`src/logic/axis_word_pkg.sv`:
```
//////////////////////////////////////////////////
// Ingress stream word
//////////////////////////////////////////////////

package axis_word_pkg;

    // Ingress bus geometry
    localparam int IN_BYTES  = 8;
    localparam int IN_BITS   = IN_BYTES * 8;
    localparam int KEEP_BITS = IN_BYTES;

    //////////////////////////////////////////////////
    // One stored beat

    // Layout of a buffer memory entry, 73 bits
    typedef struct packed {
        logic [IN_BITS-1:0]   tdata;
        logic [KEEP_BITS-1:0] tkeep;
        logic                 tlast;
    } axis_word_t;

endpackage

```
`src/logic/egress_port_pkg.sv`:
```
//////////////////////////////////////////////////
// Egress port numbering and widths
//////////////////////////////////////////////////

package egress_port_pkg;

    // Port number carried in tuser
    localparam int PORT_ID_BITS = 4;

    typedef logic [PORT_ID_BITS-1:0] port_id_t;

    //////////////////////////////////////////////////
    // Port classes

    // Bytes per beat on each physical port class
    localparam int BYTES_8B  = 1;
    localparam int BYTES_32B = 4;

    // 8-bit ports are numbered first, 32-bit ports follow them

endpackage

```
`src/logic/egress_port_demux.sv`:
```
//////////////////////////////////////////////////
// Egress port demultiplexer
//////////////////////////////////////////////////
`timescale 1ns/1ps

module egress_port_demux
    import axis_word_pkg::*, egress_port_pkg::*;
#(
    parameter int NUM_PORTS = 4
) (
    input  logic                 clk_ifc,
    input  logic                 rst_n,
    input  logic                 in_tvalid,
    input  logic [IN_BITS-1:0]   in_tdata,
    input  logic [KEEP_BITS-1:0] in_tkeep,
    input  logic                 in_tlast,
    input  port_id_t             in_tuser,
    output logic                 in_tready,
    output logic [NUM_PORTS-1:0] wr_valid,
    output axis_word_t           wr_word
);

    logic     mid_pkt;
    port_id_t port_q;
    port_id_t cur_port;
    logic     beat;

    // Buffers absorb or drop every beat, so ready stays up once out of reset
    always_ff @(posedge clk_ifc or negedge rst_n) begin
        if (!rst_n) begin
            in_tready <= 1'b0;
        end else begin
            in_tready <= 1'b1;
        end
    end

    assign beat = in_tvalid && in_tready;

    // First beat routes on tuser, later beats on the latched port
    assign cur_port = mid_pkt ? port_q : in_tuser;

    always_ff @(posedge clk_ifc or negedge rst_n) begin
        if (!rst_n) begin
            mid_pkt <= 1'b0;
            port_q  <= '0;
        end else if (beat) begin
            mid_pkt <= !in_tlast;
            if (!mid_pkt) begin
                port_q <= in_tuser;
            end
        end
    end

    // Port numbers past the last port match no select line
    generate
        for (genvar p = 0; p < NUM_PORTS; p++) begin : g_sel
            assign wr_valid[p] = beat && (cur_port == port_id_t'(p));
        end
    endgenerate

    assign wr_word.tdata = in_tdata;
    assign wr_word.tkeep = in_tkeep;
    assign wr_word.tlast = in_tlast;

    a_tuser_stable: assert property (
        @(posedge clk_ifc) disable iff (!rst_n)
        (beat && mid_pkt) |-> (in_tuser == port_q)
    ) else $error("tuser changed inside a packet");

endmodule

```
`config.mk`:
```
export PLATFORM = sky130hd
export DESIGN_NAME = egress_port_demux
export DESIGN_NICKNAME = d
export VERILOG_FILES = /design/src/logic/axis_word_pkg.sv /design/src/logic/egress_port_pkg.sv /design/src/logic/egress_port_demux.sv
export SDC_FILE = /design/constraint.sdc
export NUM_CORES = 1
export LEC_CHECK = 0
export BUFFER_PORTS_ARGS = -buffer_cell sky130_fd_sc_hd__buf_2
export CORE_MARGIN = 2
export CORE_UTILIZATION = 24
export DETAILED_ROUTE_END_ITERATION = 8
export PLACE_DENSITY_LB_ADDON = 0.3
export SLEW_MARGIN = 25
export SYNTH_ARGS = -nofsm -noshare
export SYNTH_HDL_FRONTEND = slang
export SYNTH_SLANG_ARGS = --single-unit
export TNS_END_PERCENT = 50
```
`constraint.sdc`:
```
create_clock -name clk_ifc -period 1.1 [get_ports clk_ifc]
set_input_delay 0 -clock clk_ifc [delete_from_list [all_inputs] [get_ports clk_ifc]]
set_output_delay 0 -clock clk_ifc [all_outputs]
set_load 0.02 [all_outputs]
```
Yosys cells after proc, flatten, opt, wreduce, memory -nomap -nowiden:

Index checks and enable logic that the tools add are counted.

* bits of input ports: 80
* word-level logic and storage cells: 14
* register bits after elaboration: 6

* reductions and logical operators: 7
* muxes and demuxes: 1
* equality and inequality tests: 3

Operator list (count)
* $eq 4x2->1 const B: 2
* $logic_and 1x1->1: 5
* $eq 4x1->1 const B: 1
* $logic_not 4->1: 1
* $mux 4: 1
* $logic_not 1->1: 1

Depth between registers and ports, before layout:

* depth after elaboration: 3
* gate-level depth with buffers: 2
* depth with buffers taken out: 2

Worst setup path after synthesis:

Ideal clock, no wire load.

* path kind: reg-to-output
* from: register mid_pkt
* to: output wr_valid[0]
* arrival: 1544 ps
* path slack: -444 ps
* required time: 1100 ps
* buffers on the path: 0
* cell stages (with the launch flop): 3
* cells stage by stage: dfrtp_1 -> or4_1 -> a211oi_1

* cells in the longest elaborated chain, start to end: 3

RTL lines
* from (decl): line egress_port_demux.sv:23 `logic mid_pkt;`
* from (signal assigned): line egress_port_demux.sv:47 `mid_pkt <= !in_tlast;`
* $mux 4: line egress_port_demux.sv:40 `assign cur_port = mid_pkt ? port_q : in_tuser;`
* $logic_not 4->1: line egress_port_demux.sv:57 `assign wr_valid[p] = beat && (cur_port == port_id_t'(p));`
* $logic_and 1x1->1: line egress_port_demux.sv:57
* to (decl): line egress_port_demux.sv:19 `output logic [NUM_PORTS-1:0] wr_valid,`

No other way between the ends.

Final worst setup path:

* from: register port_q[2]
* to: output wr_valid[2]

* cells in the longest elaborated chain, start to end: 3

RTL lines
* from (decl): line egress_port_demux.sv:24 `port_id_t port_q;`
* from (signal assigned): line egress_port_demux.sv:49 `port_q <= in_tuser;`
* $mux 4: line egress_port_demux.sv:40
* $eq 4x2->1: line egress_port_demux.sv:57
* $logic_and 1x1->1: line egress_port_demux.sv:57

No other way between the ends.

==> qor.txt <==
Area Growth Syn to Fin: -29.8%
arrival time worst endpoint: 1.61 ns
TritonCTS Buffers: 3
met3 routed WL: 297 um
Slowest-stage cell, CP: or4bb_4
combinational share of power: 34.6%
YS warnings: 0
Residual DRC: 0
vias per cell: 4.20
WL met1: 373 um
Final Cycle Share: 147%
register area share after synthesis: 17.5%
Max Slew Vio Count: 0
Tot GR Track Use: 7.13%
clock root cell: clkbuf_4
Vias: 391
Setup CP Type: flip-flop to primary output
row cnt: 21
fin area: 603 um^2
origin of the critical flop-to-flop path: mid_pkt
WHS: 0.00000653 ns
commonest non-fill, non-tap cell in the layout: buf_2
power per cell area: 1310 mW/mm^2
top cells by area, synth: buf_4 (64%), dfrtp_1 (17%), mux2_2 (6.6%), a211oi_1 (3.5%), or4b_1 (2.3%)
min-delay worst type: input pin to primary output
Seq pwr share: 40.1%
fillers: 373
RD Place Congestion: 0.617
Boundary Pins: 158
gr ovfl total: 0
Post-DP Area: 522 um^2
Register-to-Register Path Depth: 3
pre-CTS WS: -0.288 ns
post-CTS setup buffer count: 0
largest net degree at the start of global routing: 7
Switching Share: 31.6%
CP max stage delay: 0.58 ns
CTS tree: yes
cell-by-cell trace of the critical path: or4bb_4 -> a211oi_4 -> buf_6
Stages on worst setup path: 3
slew margin rel.: 66.9%
crit path from: port_q[2]
Non-Filler Instances: 93
FMAX: 620 MHz
die height: 63.8 um
worst hold start: in_tdata[7]
layout cells sized above 1: 68.1%
first-pass GRT wire length: 2190 um
DR WL met2: 809 um
outcome: finished with violations
internal reg-to-reg setup slack: -0.21 ns
Cell Area, Synth: 860 um^2
synth unique cells: 13
crit path time final: 1.61 ns
die area: 0.00408 mm^2
Worst setup SP type: flip-flop
Post-Place Cells: 87
Starting Density: 25.4%
reg2reg end: port_q[0]
Worst Path Buf+Inv: 1
nets: 129
mean area per synthesized cell: 8.77 um^2
antenna cells: 0
largest area contributor in the netlist: buf_4
worst path required time: 1.10 ns
clk slew on worst S/H paths: 0.04 ns
IO buf count: 13
max_cap viols: 0
worst setup path endpoint: wr_valid[2]
commonest cells after routing, fill and taps aside: buf_2 (9), dfrtp_1 (6), a211oi_4 (4), mux2_2 (4), buf_6 (4)
maximum VDD drop: 0.000635 V
routed length per instance: 17.3 um
uppermost layer routed: met4
failing checks: negative setup slack
clock insertion delay at the later pin of the skew report: 0.24 ns
Die Span X: 63.8 um
Final Worst Setup Slack: -0.514 ns
1st-pass router iterations: 2
Int Power: 540 uW
CTS Buffer Depth: 2
final hold violations: 0
DR iter-0 viols: 3
synthesized instance count: 98
Least-Margin Pin Slew: 0.483 ns
Syn Nets: 178
Antenna Nets Post-Route: 0
Clk pwr share: 25.2%
critical path's top delay family: simple AND/OR/NAND/NOR gates
Net Switching: 249 uW
CP max FO: 3
Core ar.: 0.00339 mm^2
Setup Viol. Count Final: 8
number of global-route vias before repair: 412
clock skew: 0.00306 ns
WL final: 1610 um
initial antenna violation count: 0
RSZ-0062 raised after global routing: yes
total chip power: 789 uW
H-Tree Depth: 1
Leak: 0.232 nW
#FFs+latches synth: 6
Sink Count: 6
Synth top area share: 63.8%
CP Capture Type: primary output
-- worst reg2reg max path: cells and delay by family, from the launching register on --
kind | cells | cell delay [ns]
buffers and inverters | 1 | 0.17
flip-flops | 1 | 0.42
multiplexers | 2 | 0.60
-- cell type report --
type	instances	area, um^2	area share, %
Multi-Input combinational cell	19	230	38.2
Sequential cell	6	150	24.9
Timing Repair Buffer	19	143	23.7
Tap cell	46	57.6	9.54
Clock buffer	3	22.5	3.73
-- state kept, by name, summed over array words and instances (netlist names) --
name / cells
in_tready: 1
mid_pkt: 1
port_q: 4
-- how the worst min path moves through the flow --
stage               cells after the start     endpoint  slack (ns)
global route                            0  wr_word[60]     0.00003
detailed placement                      1    port_q[1]       -0.16
finish                                  0  wr_word[16]    0.000007
CTS                                     0  wr_word[14]      0.0001
global placement                        1    port_q[1]       -0.17
floorplan                               0    in_tready       -0.30
-- cell families (layout without fill, tap and decap cells) --
group	Yosys count	count (layout)	synth area share, %
buf+inv	73	22	63.8
compound gates	6	6	4.80
mux	6	6	7.71
other cells	1	1	0.436
flops	6	6	17.5
simple gates	6	6	5.82
-- timing repair --
item	4_1_cts	5_1_grt
hold buffers	3	0
resized for setup	8	1
endpoints found under the hold margin	7	0
pin swaps	4	0
setup endpoints to repair	8	8
-- metrics by stage --
stage	util, %	TNS, ns
after floorplan	-	-0.966
after global placement	15.4	-1.71
after detailed placement	15.4	-1.86
after CTS	17.7	-2.83
after global routing	17.8	-2.98
final	17.8	-2.62
-- layer usage --
layer | track usage, % | up-vias
met1 | 4.95 | 173
met2 | 10.8 | 63
met3 | 5.46 | 14
met4 | 8.97 | 0
met5 | 0 | -
li1 | - | 141
-- cell usage after synthesis --
| cell type | count |
|---|---|
| a211oi_1 | 4 |
| or4_1 | 1 |
| nand2_1 | 1 |
| or4bb_1 | 1 |
| nand3b_1 | 1 |
| a31oi_1 | 1 |
| mux2_2 | 5 |
| mux2i_1 | 1 |
| dfrtp_1 | 6 |
| a21oi_1 | 1 |
| or4b_1 | 2 |
| conb_1 | 1 |
| buf_4 | 73 |
-- power groups by stage --
stage / Clock [mW] / Combinational, mW / Sequential [mW]
3_5_place_dp: 0 / 0.253 / 0.319
4_1_cts: 0.214 / 0.269 / 0.316
2_1_floorplan: 0 / 0.570 / 0.312
6_report: 0.199 / 0.273 / 0.317
3_3_place_gp: 0 / 0.250 / 0.315
5_1_grt: 0.220 / 0.293 / 0.324
Power figures use the tool's default switching activity.
