--- src/logic/axis_word_pkg.sv ---
//////////////////////////////////////////////////
// Ingress stream word
//////////////////////////////////////////////////

package axis_word_pkg;

    // Ingress bus geometry
    localparam int IN_BYTES  = 8;
    localparam int IN_BITS   = IN_BYTES * 8;
    localparam int KEEP_BITS = IN_BYTES;

    //////////////////////////////////////////////////
    // One stored beat

    // Layout of a buffer memory entry, 73 bits
    typedef struct packed {
        logic [IN_BITS-1:0]   tdata;
        logic [KEEP_BITS-1:0] tkeep;
        logic                 tlast;
    } axis_word_t;

endpackage

--- src/logic/axis_width_down.sv ---
//////////////////////////////////////////////////
// Stream width down-converter
//////////////////////////////////////////////////
`timescale 1ns/1ps

module axis_width_down
    import axis_word_pkg::*;
#(
    parameter int OUT_BYTES = 4
) (
    input  logic                   clk_ifc,
    input  logic                   rst_n,
    input  logic                   rd_valid,
    input  axis_word_t             rd_word,
    input  logic                   out_tready,
    output logic                   rd_ready,
    output logic                   out_tvalid,
    output logic [OUT_BYTES*8-1:0] out_tdata,
    output logic [OUT_BYTES-1:0]   out_tkeep,
    output logic                   out_tlast
);

    localparam int LANES     = IN_BYTES / OUT_BYTES;
    localparam int LANE_BITS = (LANES > 1) ? $clog2(LANES) : 1;

    axis_word_t           word_q;
    logic                 full_q;
    logic [LANE_BITS-1:0] lane_q;
    // Set where the following lane still holds a kept byte
    logic [LANES-1:0]     more;
    logic                 last_lane;
    logic                 done;
    logic                 take;

    generate
        if (OUT_BYTES < 1 || (IN_BYTES % OUT_BYTES) != 0) begin : g_width_check
            $error("OUT_BYTES must divide the ingress word width");
        end

        // Keep is contiguous from byte 0, so one look ahead finds the end
        for (genvar l = 0; l < LANES; l++) begin : g_more
            if (l < LANES - 1) begin : g_next
                assign more[l] = |word_q.tkeep[(l + 1) * OUT_BYTES +: OUT_BYTES];
            end else begin : g_end
                assign more[l] = 1'b0;
            end
        end
    endgenerate

    assign last_lane = !more[lane_q];

    //////////////////////////////////////////////////
    // Output lane

    assign out_tvalid = full_q;
    assign out_tdata  = word_q.tdata[lane_q * OUT_BYTES * 8 +: OUT_BYTES * 8];
    assign out_tkeep  = word_q.tkeep[lane_q * OUT_BYTES +: OUT_BYTES];
    assign out_tlast  = word_q.tlast && last_lane;

    // Next word is taken as the final lane of the current one leaves
    assign done     = full_q && out_tready && last_lane;
    assign rd_ready = !full_q || done;
    assign take     = rd_valid && rd_ready;

    always_ff @(posedge clk_ifc or negedge rst_n) begin
        if (!rst_n) begin
            full_q <= 1'b0;
            lane_q <= '0;
        end else if (take) begin
            full_q <= 1'b1;
            lane_q <= '0;
        end else if (done) begin
            full_q <= 1'b0;
        end else if (full_q && out_tready) begin
            lane_q <= lane_q + 1'b1;
        end
    end

    always_ff @(posedge clk_ifc) begin
        if (take) begin
            word_q <= rd_word;
        end
    end

    a_hold_beat: assert property (
        @(posedge clk_ifc) disable iff (!rst_n)
        (out_tvalid && !out_tready) |=> (out_tvalid && $stable(out_tdata))
    ) else $error("output beat changed under back-pressure");

endmodule

--- config.mk ---
export PLATFORM = sky130hd
export DESIGN_NAME = axis_width_down
export DESIGN_NICKNAME = d
export VERILOG_FILES = /design/src/logic/axis_word_pkg.sv /design/src/logic/axis_width_down.sv
export SDC_FILE = /design/constraint.sdc
export NUM_CORES = 1
export LEC_CHECK = 0
export BUFFER_PORTS_ARGS = -buffer_cell sky130_fd_sc_hd__buf_2
export CORE_MARGIN = 3
export CORE_UTILIZATION = 40
export CTS_CLUSTER_DIAMETER = 150
export DETAILED_ROUTE_END_ITERATION = 7
export GPL_TIMING_DRIVEN = 0
export MAX_ROUTING_LAYER = met4
export PLACE_DENSITY = 0.71
export SLEW_MARGIN = 10
export SYNTH_ARGS = -nofsm -noshare
export SYNTH_HDL_FRONTEND = slang
export SYNTH_SLANG_ARGS = --single-unit
--- constraint.sdc ---
create_clock -name clk_ifc -period 4.35 [get_ports clk_ifc]
set_input_delay 0.6525 -clock clk_ifc [delete_from_list [all_inputs] [get_ports clk_ifc]]
set_output_delay 0.6525 -clock clk_ifc [all_outputs]
set_load 0.05 [all_outputs]
### After elaboration in Yosys (flattened, before gate mapping)

Index checks and enable logic that the tools add are counted.

| storage, ports and cells | value |
|---|---|
| bits in registers | 75 |
| logic and storage cells | 28 |

| cells by class | value |
|---|---|
| add/subtract/negate cells | 1 |
| $lt $le $gt $ge | 1 |
| equal/unequal tests | 1 |
| shifts and indexed selects | 2 |
| multiplexer cells | 7 |
| reduce and logical (&&, ||, !) cells | 11 |

Operators by type and width:

| kind | count |
|---|---|
| 64-bit by 7-bit indexed part select with 32-bit output | 1 |
| 8-bit by 4-bit indexed part select with 4-bit output | 1 |
| 1-bit two-way mux | 7 |
| 1-bit logical AND | 4 |
| 2-bit nonzero test | 2 |
| 4-bit OR reduction | 1 |
| 1-bit logical NOT | 2 |
| 1-bit by 2-bit < comparator with 1-bit output (second input constant) | 1 |
| 2-bit by 1-bit != test with 1-bit output (second input constant) | 1 |
| 2-bit AND reduction | 1 |
| 1-bit adder (second input constant) | 1 |
| 1-bit logical OR | 1 |

### Depth between registers and ports, before layout

Gate-level depths: netlist (run 1).

| logic depth | value |
|---|---|
| depth after elaboration | 9 |
| gate-level depth with buffers | 3 |
| depth with buffers taken out | 3 |

### Least setup slack after synthesis (run 1)

Ideal clock, no wire load.

| path | value |
|---|---|
| path kind | register -> register |
| start point | reg full_q, in the netlist out_tvalid |
| end point | reg word_q[0] (netlist bit) (enable) |
| arrival time | 3989 ps |
| data required time | 3846 ps |
| setup slack | -144 ps |
| stages on the path, launching flop included | 4 |
| clock period less this slack | 4494 ps |
| path through | dfrtp_1 -> nor2b_1 -> nand2b_1 -> nor2_1 |

| between the ends | value |
|---|---|
| cells in the longest elaborated chain, start to end | 4 |
| elaborated cells on any way between the ends | 5 |
| those cells by class | reduce/logical: 5 |

Ends and longest elaborated chain:

| what | RTL line | RTL |
|---|---|---|
| start: declaration | axis_width_down.sv:27 | `logic full_q;` |
| start signal: assignment | axis_width_down.sv:67 | `full_q <= 1'b0;` |
| start signal: assignment | axis_width_down.sv:70 | `full_q <= 1'b1;` |
| start signal: assignment | axis_width_down.sv:73 | `full_q <= 1'b0;` |
| 1-bit logical AND (2 in a row) | axis_width_down.sv:61 | `assign done = full_q && out_tready && last_lane;` |
| 1-bit logical OR (*) | axis_width_down.sv:62 | `assign rd_ready = !full_q \|\| done;` |
| 1-bit logical AND (*) | axis_width_down.sv:63 | `assign take = rd_valid && rd_ready;` |
| net take | axis_width_down.sv:33 | `logic take;` |
| end signal: assignment | axis_width_down.sv:81 | `word_q <= rd_word;` |
| end: declaration | axis_width_down.sv:26 | `axis_word_t word_q;` |

The timed path passes the listed nets; every way through them passes the cells marked *.
A chain may end at the register's enable or synchronous reset.

### Final worst setup path (run 1)

| path | value |
|---|---|
| start point | reg lane_q |
| end point | out out_tdata[4] |

| between the ends | value |
|---|---|
| cells in the longest elaborated chain, start to end | 1 |

Ends and longest elaborated chain:

| what | RTL line | RTL |
|---|---|---|
| start: declaration | axis_width_down.sv:28 | `logic [LANE_BITS-1:0] lane_q;` |
| start signal: assignment | axis_width_down.sv:75 | `lane_q <= lane_q + 1'b1;` |
| 64-bit by 7-bit indexed part select with 32-bit output | axis_width_down.sv:56 | `assign out_tdata = word_q.tdata[lane_q * OUT_BYTES * 8 +: OUT_BYTES * 8];` |
| end: declaration | axis_width_down.sv:18 | `output logic [OUT_BYTES*8-1:0] out_tdata,` |

Every way passes these cells.

==> run summary, run 1 <==
Synthesis produced a netlist with a net count of 202. Of the post-synthesis cell area, the dominant cell type holds 80.1%. The number of fill cells came out at between 500 and 600. The synthesized netlist devotes less than 1% of its cell area to compound gates. The maximum net fanout on the critical path came out at 10. The unique cell type count in the Yosys netlist is 12. The signal on the critical path passes through buf_4 > buf_2 > mux2_2 > buf_2. The share of synthesized area occupied by flip-flops and latches came out at 81.9%. The worst setup path is captured at a primary output. At the end of the flow, the number of nets in the layout was 330. The number of global-route vias before repair came out at 1,645. After synthesis, the cell types taking the most area are sky130_fd_sc_hd__edfxtp_1 80%, sky130_fd_sc_hd__mux2_2 15%, sky130_fd_sc_hd__dfrtp_1 1.8%. TritonCTS built the clock tree.

The XOR/XNOR share of the synthesized area came out at 0%. After clock tree synthesis, the repair step resized 0 gates. The buffer levels on the longest clock path is 2. The count of maximum capacitance violations came out at 0. The leakage power is 0.00144 uW. The clock transition at the register clock pins on the worst setup and hold paths after CTS came out at 0.07 ns. The worst setup skew after layout is 0.0108 ns. The final-layout setup total negative slack is 0 ns. The count of synthesis-stage warnings from yosys came out at 0. Summing the areas of all fa, ha and maj instances in the mapped netlist gives 0% of the synthesized area. The detailed-route wire length per cell came out at 15.1 um. The cell class contributing the biggest share of worst-path delay is buffers and inverters. By area, the combinational part of the netlist is dominated by multiplexers. The initialized floorplan defines 29 standard-cell rows.

The synthesized area divided by synthesized cell count came out at about 22 um^2. The repair_antennas step left the layout with diodes totalling 0. By startpoint and endpoint, the worst setup path is classified as flop to primary output. The cell area after technology mapping came out at 2740 um^2. Entering global routing, the biggest net connects 35 pins. The largest individual stage delay along the critical path comes from the cell sky130_fd_sc_hd__mux2_2. The setup-violating endpoint count in the final report is 0. The last weighted congestion value of the routability-driven placer came out at 0.774. The detail route stage leaves a number of antenna-violating nets equal to 0. After clock tree synthesis, the setup repair step added 0 buffers.

After detailed routing, the total wire length is a little over 5000 um. Hold is met by 0.0995 ns. The share of cell area taken by muxes after synthesis came out at 14.8%.

The final-report hold violation count was 0. The tightest slew margin relative to the limit came out at 59.3%. The number of buffers inserted during clock tree synthesis is 9.

The number of violations reported at the end of detailed-routing iteration 0 is 48. The total overflow left after global routing is 0. The wire length of the first global-routing pass is approximately 7700 um.

The required time reported for the critical path endpoint came out at 3.70 ns. The ratio of cells with drive above 1 in the final layout is 66.5%. The area growth from synthesis to layout is 33.0%.

The gate count of the mapped netlist came out at 125. The critical path contains buffers and inverters numbering 3 combined. At the worst endpoint, the arrival time is 1.77 ns.

approximately 120 I/O pins were placed. The finished cells cover 3640 um^2. The per-cell via count in the routed design is 4.67. In this run the clock root is driven by a sky130_fd_sc_hd__clkbuf_8. For this run, design rule violations remaining after detail routing come to 0. Counting flops with a built-in enable in the synthesized netlist gives 73. sky130_fd_sc_hd__edfxtp_1 takes more of the synthesized area than any other cell. Once the floorplan was initialized, standard cells occupied 42.1% of the core. After detailed placement, the total cell area comes to 3460 um^2. In the synthesized netlist the async set-or-reset flop fraction comes to 2.67%. Global routing used between 10% and 20% of the available tracks across all layers.

The transition time of the tightest slew-check pin came out at a little over 0.6 ns. After synthesis, the most frequently instantiated cells are 73 x sky130_fd_sc_hd__edfxtp_1, 36 x sky130_fd_sc_hd__mux2_2, 3 x sky130_fd_sc_hd__buf_2, 3 x sky130_fd_sc_hd__nor2_1. In this run the power density over the cells is 658 nW/um^2. The number of clock sinks came out at 75. The count of TritonRoute iterations in the first routing pass came out at 4.

The number of standard cells in the final layout excluding fillers came out at 334. Buffers placed on the I/O ports in this run total 115. The number of hold buffers added after CTS is 0. The placeable core area is about 6500 um^2. The stage delay of the slowest cell on the critical path came out at 0.38 ns. The worst hold path belongs to the class primary input to async pin.

The most instantiated library cell after synthesis is sky130_fd_sc_hd__edfxtp_1. The flow ran to the end, and the final reports show no timing, DRC or antenna violations. Setup repair after global routing left no endpoint under its margin. The fraction of the core area covered by cells at the end of the flow is between 50% and 60%. The achievable frequency is 0.412 GHz.

The clock latency of the later-clocked register in the worst-skew pair is 0.33 ns. In this run the number of H-tree levels came out at 3. STA classifies the critical path startpoint as a flop. The period utilization came out at between 50% and 60%.

The overall die height is just under 90 um. Once placement completed, the tool counted placed cells totaling 319. The clock period could shrink to ~2.4 ns. The sum of net half-perimeters after detailed placement is 3780 um.

The synthesis-stage register bit count came out at 75. The total count of max-transition violations in the final report came out at 0. The via count of the routed design is roughly 1,600. The share of synthesized cell area in and, or, nand and nor gates is 2.06%. The predominant post-synthesis flop cell is sky130_fd_sc_hd__edfxtp_1. The initial antenna violation count came out at 0. The die width came out at 88.7 um. The die covers approximately 7900 um^2. Counting stages on the worst path, the most repeated cell is sky130_fd_sc_hd__buf_2.

The maximum vdd drop is 0.000310 V.
-- per-stage QoR --
| step | worst slack, ns | power, uW |
|---|---|---|
| after detailed placement | 2.24 | 1930 |
| final | 1.93 | 2390 |
| after global routing | 1.84 | 2500 |
| after CTS | 1.90 | 2420 |
| after global placement | 0.451 | 1910 |
| after floorplan | 1.08 | 1710 |
-- where the power goes --
part,internal (uW),total (uW),switching (uW)
combinational,288,972,684
sequential,911,935,24.0
clock,261,485,224
total,1460,2390,932
-- logic make-up (layout without fill, tap and decap cells) --
group | Yosys count | count (layout)
AO/OA/AOI/OAI | 1 | 1
buffers and inverters | 4 | 136
flip-flops | 75 | 75
multiplexers | 36 | 36
AND/OR/NAND/NOR | 9 | 9
-- cell type report --
class	instances	area (um^2)	area share [%]
clock inverters	3	40.0	1.10
clock buffers	12	135	3.71
well taps	77	96.3	2.65
plain buffers	4	22.5	0.619
repair buffers	117	623	17.1
multi-input cells	46	479	13.2
flip-flops and latches	75	2240	61.6
-- sequential cells by signal (all words and copies together), names as in the netlist --
register,flops
lane_q,1
out_tvalid,1
word_q,73
-- cell usage in the layout (no fill, tap or decap), types with 2 or more instances in the layout --
cell	count
sky130_fd_sc_hd__dfrtp_1	2
sky130_fd_sc_hd__clkbuf_8	9
sky130_fd_sc_hd__clkbuf_1	3
sky130_fd_sc_hd__buf_2	118
sky130_fd_sc_hd__mux2_2	36
sky130_fd_sc_hd__edfxtp_1	73
sky130_fd_sc_hd__nor2b_1	2
sky130_fd_sc_hd__nor2_1	2
sky130_fd_sc_hd__clkinv_2	2
-- path summary, 6_finish.rpt --
| check | start | end | slack, ns | depth (start not counted) |
|---|---|---|---|---|
| setup / recovery | lane_q | out_tdata[4] | 1.93 | 4 |
| hold / removal | rst_n | out_tvalid | 0.1 | 1 |
| setup reg to reg | word_q[7] | word_q[50] | 2.28 | 4 |
| hold reg to reg | out_tvalid | lane_q | 0.60 | 1 |
| max in group asynchronous | rst_n | lane_q | 4.15 | 1 |
| min in group clk_ifc | rd_word[1] | word_q[1] | 0.50 | 1 |
-- routing by layer --
layer / global-route usage [%] / share of wire, % / wire, um / vias up
li1: - / - / - / 749
met1: 15.6 / 40 / 2030 / 729
met2: 21.9 / 49 / 2470 / 78
met3: 5.12 / 10 / 515 / 5
met4: 5.77 / 0.75 / 38 / 0
met5: - / 0 / 0 / -
-- worst register-to-register path, stage by stage (launching register included) --
cell and delay [ns]:
sky130_fd_sc_hd__edfxtp_1 0.42, sky130_fd_sc_hd__nor4_2 0.36, sky130_fd_sc_hd__nor3b_1 0.16, sky130_fd_sc_hd__nor2_4 0.52, sky130_fd_sc_hd__buf_12 0.29
(Power assumes the default switching activity.)
==> inputs of run 2 (changes only) <==
clock period = 2.05 ns   (was 4.35 ns; I/O delays follow)
==> run summary, run 2 (synthesized netlist as in run 1, its figures left out) <==
The overall die height came out at 88.7 um (unchanged). The wire length after detailed routing is 5370 um (+6.2%). The category of the worst setup path launch point is a flop. The growth of design area from synthesis to finish is 34.9%. The met2 track demand over resource is 25.3% (+3.4 points). The pin count of the biggest net entering global routing is 35 (unchanged). The total instance count after detailed placement is 319 (unchanged). The worst hold path terminates at word_q[15]. The achievable frequency came out at 0.507 GHz. The maximum vdd drop came out at 0.000544 V (+75%). The antenna diode count was 0 (unchanged). The overall power of the completed layout came to 5150 uW (+120%).

The post-place setup slack was -0.0628 ns (-2.30 ns). The overall routing resource usage is 14.2% (+0.43 points). The initial antenna violation count is 0 (unchanged). The total non-filler cell area in the finished layout is 3690 um^2 (+1.4%). The number of fill cells is 523 (-1.9%). The tree is rooted in a sky130_fd_sc_hd__clkbuf_8. In this run the most critical hold path is launched from rd_word[15]. The period utilization is around 96%. The maximum net fanout on the critical path is 10 (unchanged). The final period demand of the worst path came out at 1.97 ns. The total number of H-tree levels is 3 (unchanged). The placeable core area came out at 6490 um^2 (unchanged). The number of clock sinks is 75 (unchanged). The number of violations reported at the end of detailed-routing iteration 0 came out at 42 (-13%).

The worst min-delay path category is primary input to flop. The power per cell area is 1390 nW/um^2 (+110%). The last weighted congestion value of the routability-driven placer is 0.679 (-12%). Setup repair after global routing could not meet its margin everywhere. The worst setup path is of the flop to primary output kind.

The worst register-to-register path ends at word_q[50]. The met3 capacity usage during global routing is 3.82% (-1.3 points). The DRC violations left is 0 (unchanged).

The final-stage net count was 332 (+0.61%). The buffer levels on the longest clock path came to 2 (unchanged). The I/O pin count came out at 116 (unchanged). The library cells used most frequently in the layout, excluding fill and tap cells, are 115 x sky130_fd_sc_hd__buf_2, 73 x sky130_fd_sc_hd__edfxtp_1, 36 x sky130_fd_sc_hd__mux2_2. The worst path setup slack after routing is 0.0760 ns (-1.85 ns). The floorplan row count is 29 (unchanged). The kind of end point of the critical path is a primary output.

The length in cells of the worst reg-to-reg path came out at 5 (+1). The count of maximum capacitance violations came out at 0 (unchanged). The final-report hold violation count came to 0 (unchanged). The met1 layer usage reported by global route came out at 14.1% (-1.4 points). The clock latency of the later-clocked register in the worst-skew pair came out at 0.34 ns (about the same). The detailed-route wire length per cell is 15.9 um (+5.3%). The per-cell via count in the routed design is 4.70 (+0.51%).

The full die area is 7870 um^2 (unchanged). The tightest slew margin relative to the limit came out at 64.1% (+4.7 points). The final antenna-violating net count came out at 0 (unchanged). The die width came to 88.7 um (unchanged). The startpoint of the worst-slack reg-to-reg timing path is word_q[7]. The leakage power came out at 0.00146 uW (+1.3%). Counting instances, the worst hold path has a depth of 1. The worst setup skew after layout came to 0.0118 ns (+0.00102 ns).

The global route total overflow came to 0 (unchanged). The total cell area at the placement stage came to 3470 um^2 (+0.25%). The number of global-route vias before repair is 1,695 (+3.0%). The most frequent standard cell in the layout excluding fill and tap cells is sky130_fd_sc_hd__buf_2. The transition time of the tightest slew-check pin came out at 0.538 ns (-0.0708 ns). The wire length of the first global-routing pass came out at 7870 um (+1.8%). The data arrival at the endpoint of the critical path is 1.67 ns (-0.10 ns). The fraction of the core area covered by cells at the end of the flow came out at 56.8% (+0.81 points).

The number of buffers inserted during clock tree synthesis was 9 (unchanged). The setup-violating endpoint count in the final report is 0 (unchanged). The via count of the routed design came out at 1,583 (+1.4%). The number of flip-flops in the largest register is 73 (unchanged). The effective utilization at floorplan came to 42.1% (unchanged). The count of TritonRoute iterations in the first routing pass was 3 (-1). The clock transition at the register clock pins on the worst setup and hold paths after CTS is 0.08 ns (about the same). The quantity of I/O buffers inserted on ports came out at 115 (unchanged). In this run the most used layer during global routing was met2. TritonCTS built the clock tree. The number of standard cells in the final layout excluding fillers is 337 (+0.90%). The run finished with clean final reports.

The required time reported for the critical path endpoint is 1.74 ns (-1.96 ns). The total count of max-transition violations in the final report came to 0 (unchanged). The ratio of cells with drive above 1 in the final layout came out at 68.5% (+1.9 points). Ranked by flip-flop count, first place goes to word_q. The sum of net half-perimeters after detailed placement is 4010 um (+6.1%). The minimum setup slack among reg-to-reg paths came to 0.24 ns (-2.04 ns).
-- run 2: cell types whose count changed in the layout (fill, tap and decap cells not counted), sizes merged --
| cell | delta |
|---|---|
| clkinvlp | +3 |
| clkbuf | -1 |
| dlygate4sd3 | +1 |
-- run 2: worst max-delay path, cell delays in order, from the launching register on --
cell and delay [ns]:
sky130_fd_sc_hd__dfrtp_1 0.36, sky130_fd_sc_hd__buf_4 0.19, sky130_fd_sc_hd__buf_4 0.21, sky130_fd_sc_hd__mux2_2 0.35
sky130_fd_sc_hd__buf_2 0.21
-- run 2: worst max path at each step --
stage,from,end,slack [ns],cells past startpoint
after detailed placement,word_q[7],word_q[49],-0.06,5
after floorplan,out_tvalid,word_q[0],-0.27,3
after CTS,lane_q,out_tdata[15],0.04,4
after global routing,lane_q,out_tdata[9],-0.03,4
final,lane_q,out_tdata[13],0.08,4
after global placement,word_q[7],word_q[17],-0.72,3
-- run 2: layout make-up --
| class | instances | area, um^2 | share of cell area [%] |
|---|---|---|---|
| Multi-Input combinational cell | 46 | 494 | 13.4 |
| Timing Repair Buffer | 119 | 636 | 17.2 |
| Clock buffer | 10 | 128 | 3.46 |
| Buffer | 4 | 27.5 | 0.746 |
| Sequential cell | 75 | 2240 | 60.8 |
| Clock inverter | 6 | 66.3 | 1.80 |
| Tap cell | 77 | 96.3 | 2.61 |
-- run 2: power breakdown --
part	switching [uW]	internal (uW)	leakage, uW
Sequential	53.7	1930	0.000697
Combinational	1450	633	0.000672
Clock	519	562	0.0000885
Total	2020	3130	0.00146
-- run 2: per-layer routing --
metal,part of all wire (%),wire [um]
met4,0.86,46
met3,7.8,418
met5,0,0
met2,56,3010
met1,35,1900
-- run 2: metrics by stage --
stage,TNS [ns],hold WS [ns]
2_1_floorplan,-19.84,0.0119
5_1_grt,-0.312,0.118
6_report,0,0.140
3_3_place_gp,-52.44,0.0979
4_1_cts,0,0.121
3_5_place_dp,-2.05,0.103
-- run 2: what timing repair did --
item / CTS / global route
endpoints found under the setup margin: 53 / 20
cloned: 0 / 0
resized for setup: 2 / 1
buffers inserted: 1 / 0
hold endpoints to repair: 2 / 0
pin swaps: 1 / 0
hold buffers: 1 / 0
==> inputs of run 3 (changes only) <==
--- a/config.mk
+++ b/config.mk
@@ -10,4 +10,5 @@
 export CORE_UTILIZATION = 40
 export CTS_CLUSTER_DIAMETER = 150
+export CTS_CLUSTER_SIZE = 14
 export DETAILED_ROUTE_END_ITERATION = 7
 export GPL_TIMING_DRIVEN = 0
==> constraint.sdc (replaced) <==
create_clock -name clk_ifc -period 2.05 [get_ports clk_ifc]
set_input_delay 0.205 -clock clk_ifc [delete_from_list [all_inputs] [get_ports clk_ifc]]
set_output_delay 0.205 -clock clk_ifc [all_outputs]
set_load 0.05 [all_outputs]
==> run summary, run 3 (synthesized netlist as in run 1, its figures left out) <==
The switching portion of total power is 39.3% (about the same). The last weighted congestion value of the routability-driven placer came to 0.679 (unchanged). The I/O pin count came to 116 (unchanged). The wire length of the first global-routing pass came out at 7870 um (unchanged). The met3 capacity usage during global routing was 3.82% (unchanged).

The overall routing resource usage is 14.2% (unchanged). The library cells used most frequently in the layout, excluding fill and tap cells, are 116 x sky130_fd_sc_hd__buf_2, 73 x sky130_fd_sc_hd__edfxtp_1, 36 x sky130_fd_sc_hd__mux2_2. Setup repair after global routing left no endpoint under its margin. The number of flip-flops in the largest register is 73 (unchanged).

The required time reported for the critical path endpoint came out at 1.85 ns (+0.11 ns). The met1 layer usage reported by global route is 14.1% (unchanged). The met2 track demand over resource came out at 25.3% (unchanged).

The period utilization came to 92.9% (-3.4 points). The full die area came out at 7870 um^2 (unchanged). The final-layout setup total negative slack came out at 0 ns (unchanged). The wire length after detailed routing came out at 5370 um (about the same). The length in cells of the worst reg-to-reg path is 5 (unchanged). The stage delay of the slowest cell on the critical path came out at 0.36 ns (about the same). The maximum net fanout on the critical path came out at 10 (unchanged). The power spent charging and discharging nets is 2020 uW (about the same). The via count of the routed design came out at 1,583 (unchanged).

The fraction of the core area covered by cells at the end of the flow is 56.8% (about the same). The transition time of the tightest slew-check pin came out at 0.538 ns (unchanged). The total number of H-tree levels was 3 (unchanged). The total cell area at the placement stage came out at 3470 um^2 (unchanged).

The effective utilization at floorplan came out at 42.1% (unchanged). The clock latency of the later-clocked register in the worst-skew pair came out at 0.34 ns (about the same). The part of the total power dissipated in the clock network is 21.0% (about the same).

The worst setup skew after layout is 0.0118 ns (-0.000000100 ns). STA classifies the critical path startpoint as a flop. The number of clock sinks came out at 75 (unchanged). The maximum vdd drop came out at 0.000544 V (about the same). CTS placed an instance of sky130_fd_sc_hd__clkbuf_8 at the clock tree root.

The initial antenna violation count is 0 (unchanged). The combinational cell fraction of total power came to 40.3% (about the same). The proportion of power drawn by flip-flops and latches is 38.7% (about the same). The number of cells on the worst hold path is 1 (unchanged). The ratio of cells with drive above 1 in the final layout came to 68.5% (unchanged). The placeable core area is 6490 um^2 (unchanged). Ranked by flip-flop count, first place goes to word_q. The DRC violations left came to 0 (unchanged).

The setup-violating endpoint count in the final report came out at 0 (unchanged). The final hold slack came out at 0.0376 ns (-0.102 ns). The internal power summed over all cells came to 3120 uW (-0.19%).

The number of global-route vias before repair came out at 1,695 (unchanged). The worst hold path belongs to the class primary input to flop. TritonCTS built the clock tree. The final-report hold violation count came to 0 (unchanged). The quantity of I/O buffers inserted on ports is 115 (unchanged).

The sum of net half-perimeters after detailed placement came out at 4010 um (unchanged). The data arrival at the endpoint of the critical path came out at 1.70 ns (+0.03 ns). The tightest slew margin relative to the limit is 64.1% (unchanged). The cell class contributing the biggest share of worst-path delay is buffers and inverters.

The per-cell via count in the routed design is 4.70 (unchanged). The number of cells on the critical path is 4 (unchanged). The count of buffer and inverter cells on the critical path was 3 (unchanged). The final period demand of the worst path came to 1.90 ns (-0.0698 ns). The global route total overflow is 0 (unchanged). The pin count of the biggest net entering global routing is 35 (unchanged). The critical path start-end classification is flop to primary output. The final-stage net count is 332 (unchanged). The total non-filler cell area in the finished layout is 3690 um^2 (about the same). The number of buffers inserted during clock tree synthesis was 9 (unchanged). Walking the worst path, the cells encountered are buf_4 > clkbuf_4 > mux2_2 > buf_2. The highest-delay cell along the critical path is sky130_fd_sc_hd__dfrtp_1. met2 is the most crowded layer.

The floorplan row count came out at 29 (unchanged). The detailed-route wire length per cell came out at 15.9 um (about the same). The number of fill cells is 524 (+0.19%). The count of TritonRoute iterations in the first routing pass came to 3 (unchanged). The total count of max-transition violations in the final report is 0 (unchanged). The run finished with clean final reports. The overall die height is 88.7 um (unchanged).

The power per cell area is 1390 nW/um^2 (about the same). The clock transition at the register clock pins on the worst setup and hold paths after CTS came out at 0.08 ns (about the same). The worst setup path is captured at a primary output. The final antenna-violating net count is 0 (unchanged).

The antenna diode count came out at 0 (unchanged). The achievable frequency came out at 0.525 GHz (+3.7%). The leakage power is 0.00146 uW (about the same). The library cell used most frequently in the layout, excluding fill and tap cells, is sky130_fd_sc_hd__buf_2. The count of maximum capacitance violations was 0 (unchanged).

The number of violations reported at the end of detailed-routing iteration 0 came out at 42 (unchanged). The growth of design area from synthesis to finish came out at 34.8% (about the same). The buffer levels on the longest clock path is 2 (unchanged). The die width is 88.7 um (unchanged).
==> run 3: final timing paths <==
| kind | end | from | slack, ns |
|---|---|---|---|
| min in group asynchronous | out_tvalid | rst_n | 0.20 |
| min | word_q[15] | rd_word[15] | 0.04 |
| max in group asynchronous | out_tvalid | rst_n | 1.74 |
| min reg2reg | lane_q | out_tvalid | 0.59 |
| max reg2reg | word_q[50] | word_q[7] | 0.24 |
| max | out_tdata[13] | lane_q | 0.15 |
==> run 3: routing by layer <==
| layer | vias up | wire length, um |
|---|---|---|
| met4 | 0 | 46 |
| met5 | - | 0 |
| met1 | 755 | 1890 |
| met2 | 66 | 3010 |
| li1 | 754 | - |
| met3 | 8 | 419 |
==> run 3: final cells by class <==
cell class	count	area (um^2)	share of cell area, %
flip-flops and latches	75	2240	60.8
repair buffers	119	633	17.2
multi-input cells	46	494	13.4
clock buffers	10	128	3.46
well taps	77	96.3	2.61
clock inverters	6	66.3	1.80
plain buffers	4	27.5	0.746
==> run 3: power by group through the flow <==
stage / Clock (uW) / Sequential, uW / Combinational [uW]
2_1_floorplan: 0 / 2020 / 1620
3_3_place_gp: 0 / 2020 / 2030
3_5_place_dp: 0 / 2020 / 2080
4_1_cts: 1120 / 1990 / 2090
5_1_grt: 1190 / 2010 / 2180
6_report: 1080 / 1990 / 2070
==> run 3: stage by stage <==
step,total power (uW),std cells,setup WS [ns]
CTS,5200,337,0.0555
finish,5140,337,0.146
detailed placement,4100,319,-0.0628
floorplan,3640,125,-0.272
global placement,4050,317,-0.723
global route,5380,337,0.0375
==> run 3: timing repair <==
| item | 4_1_cts | 5_1_grt |
|---|---|---|
| cloned | 0 | 0 |
| setup endpoints to repair | 34 | 7 |
| buffers inserted | 1 | 0 |
| endpoints found under the hold margin | 2 | 0 |
| gates resized for setup | 0 | 2 |
| pin swaps | 1 | 0 |
| hold buffers | 1 | 0 |
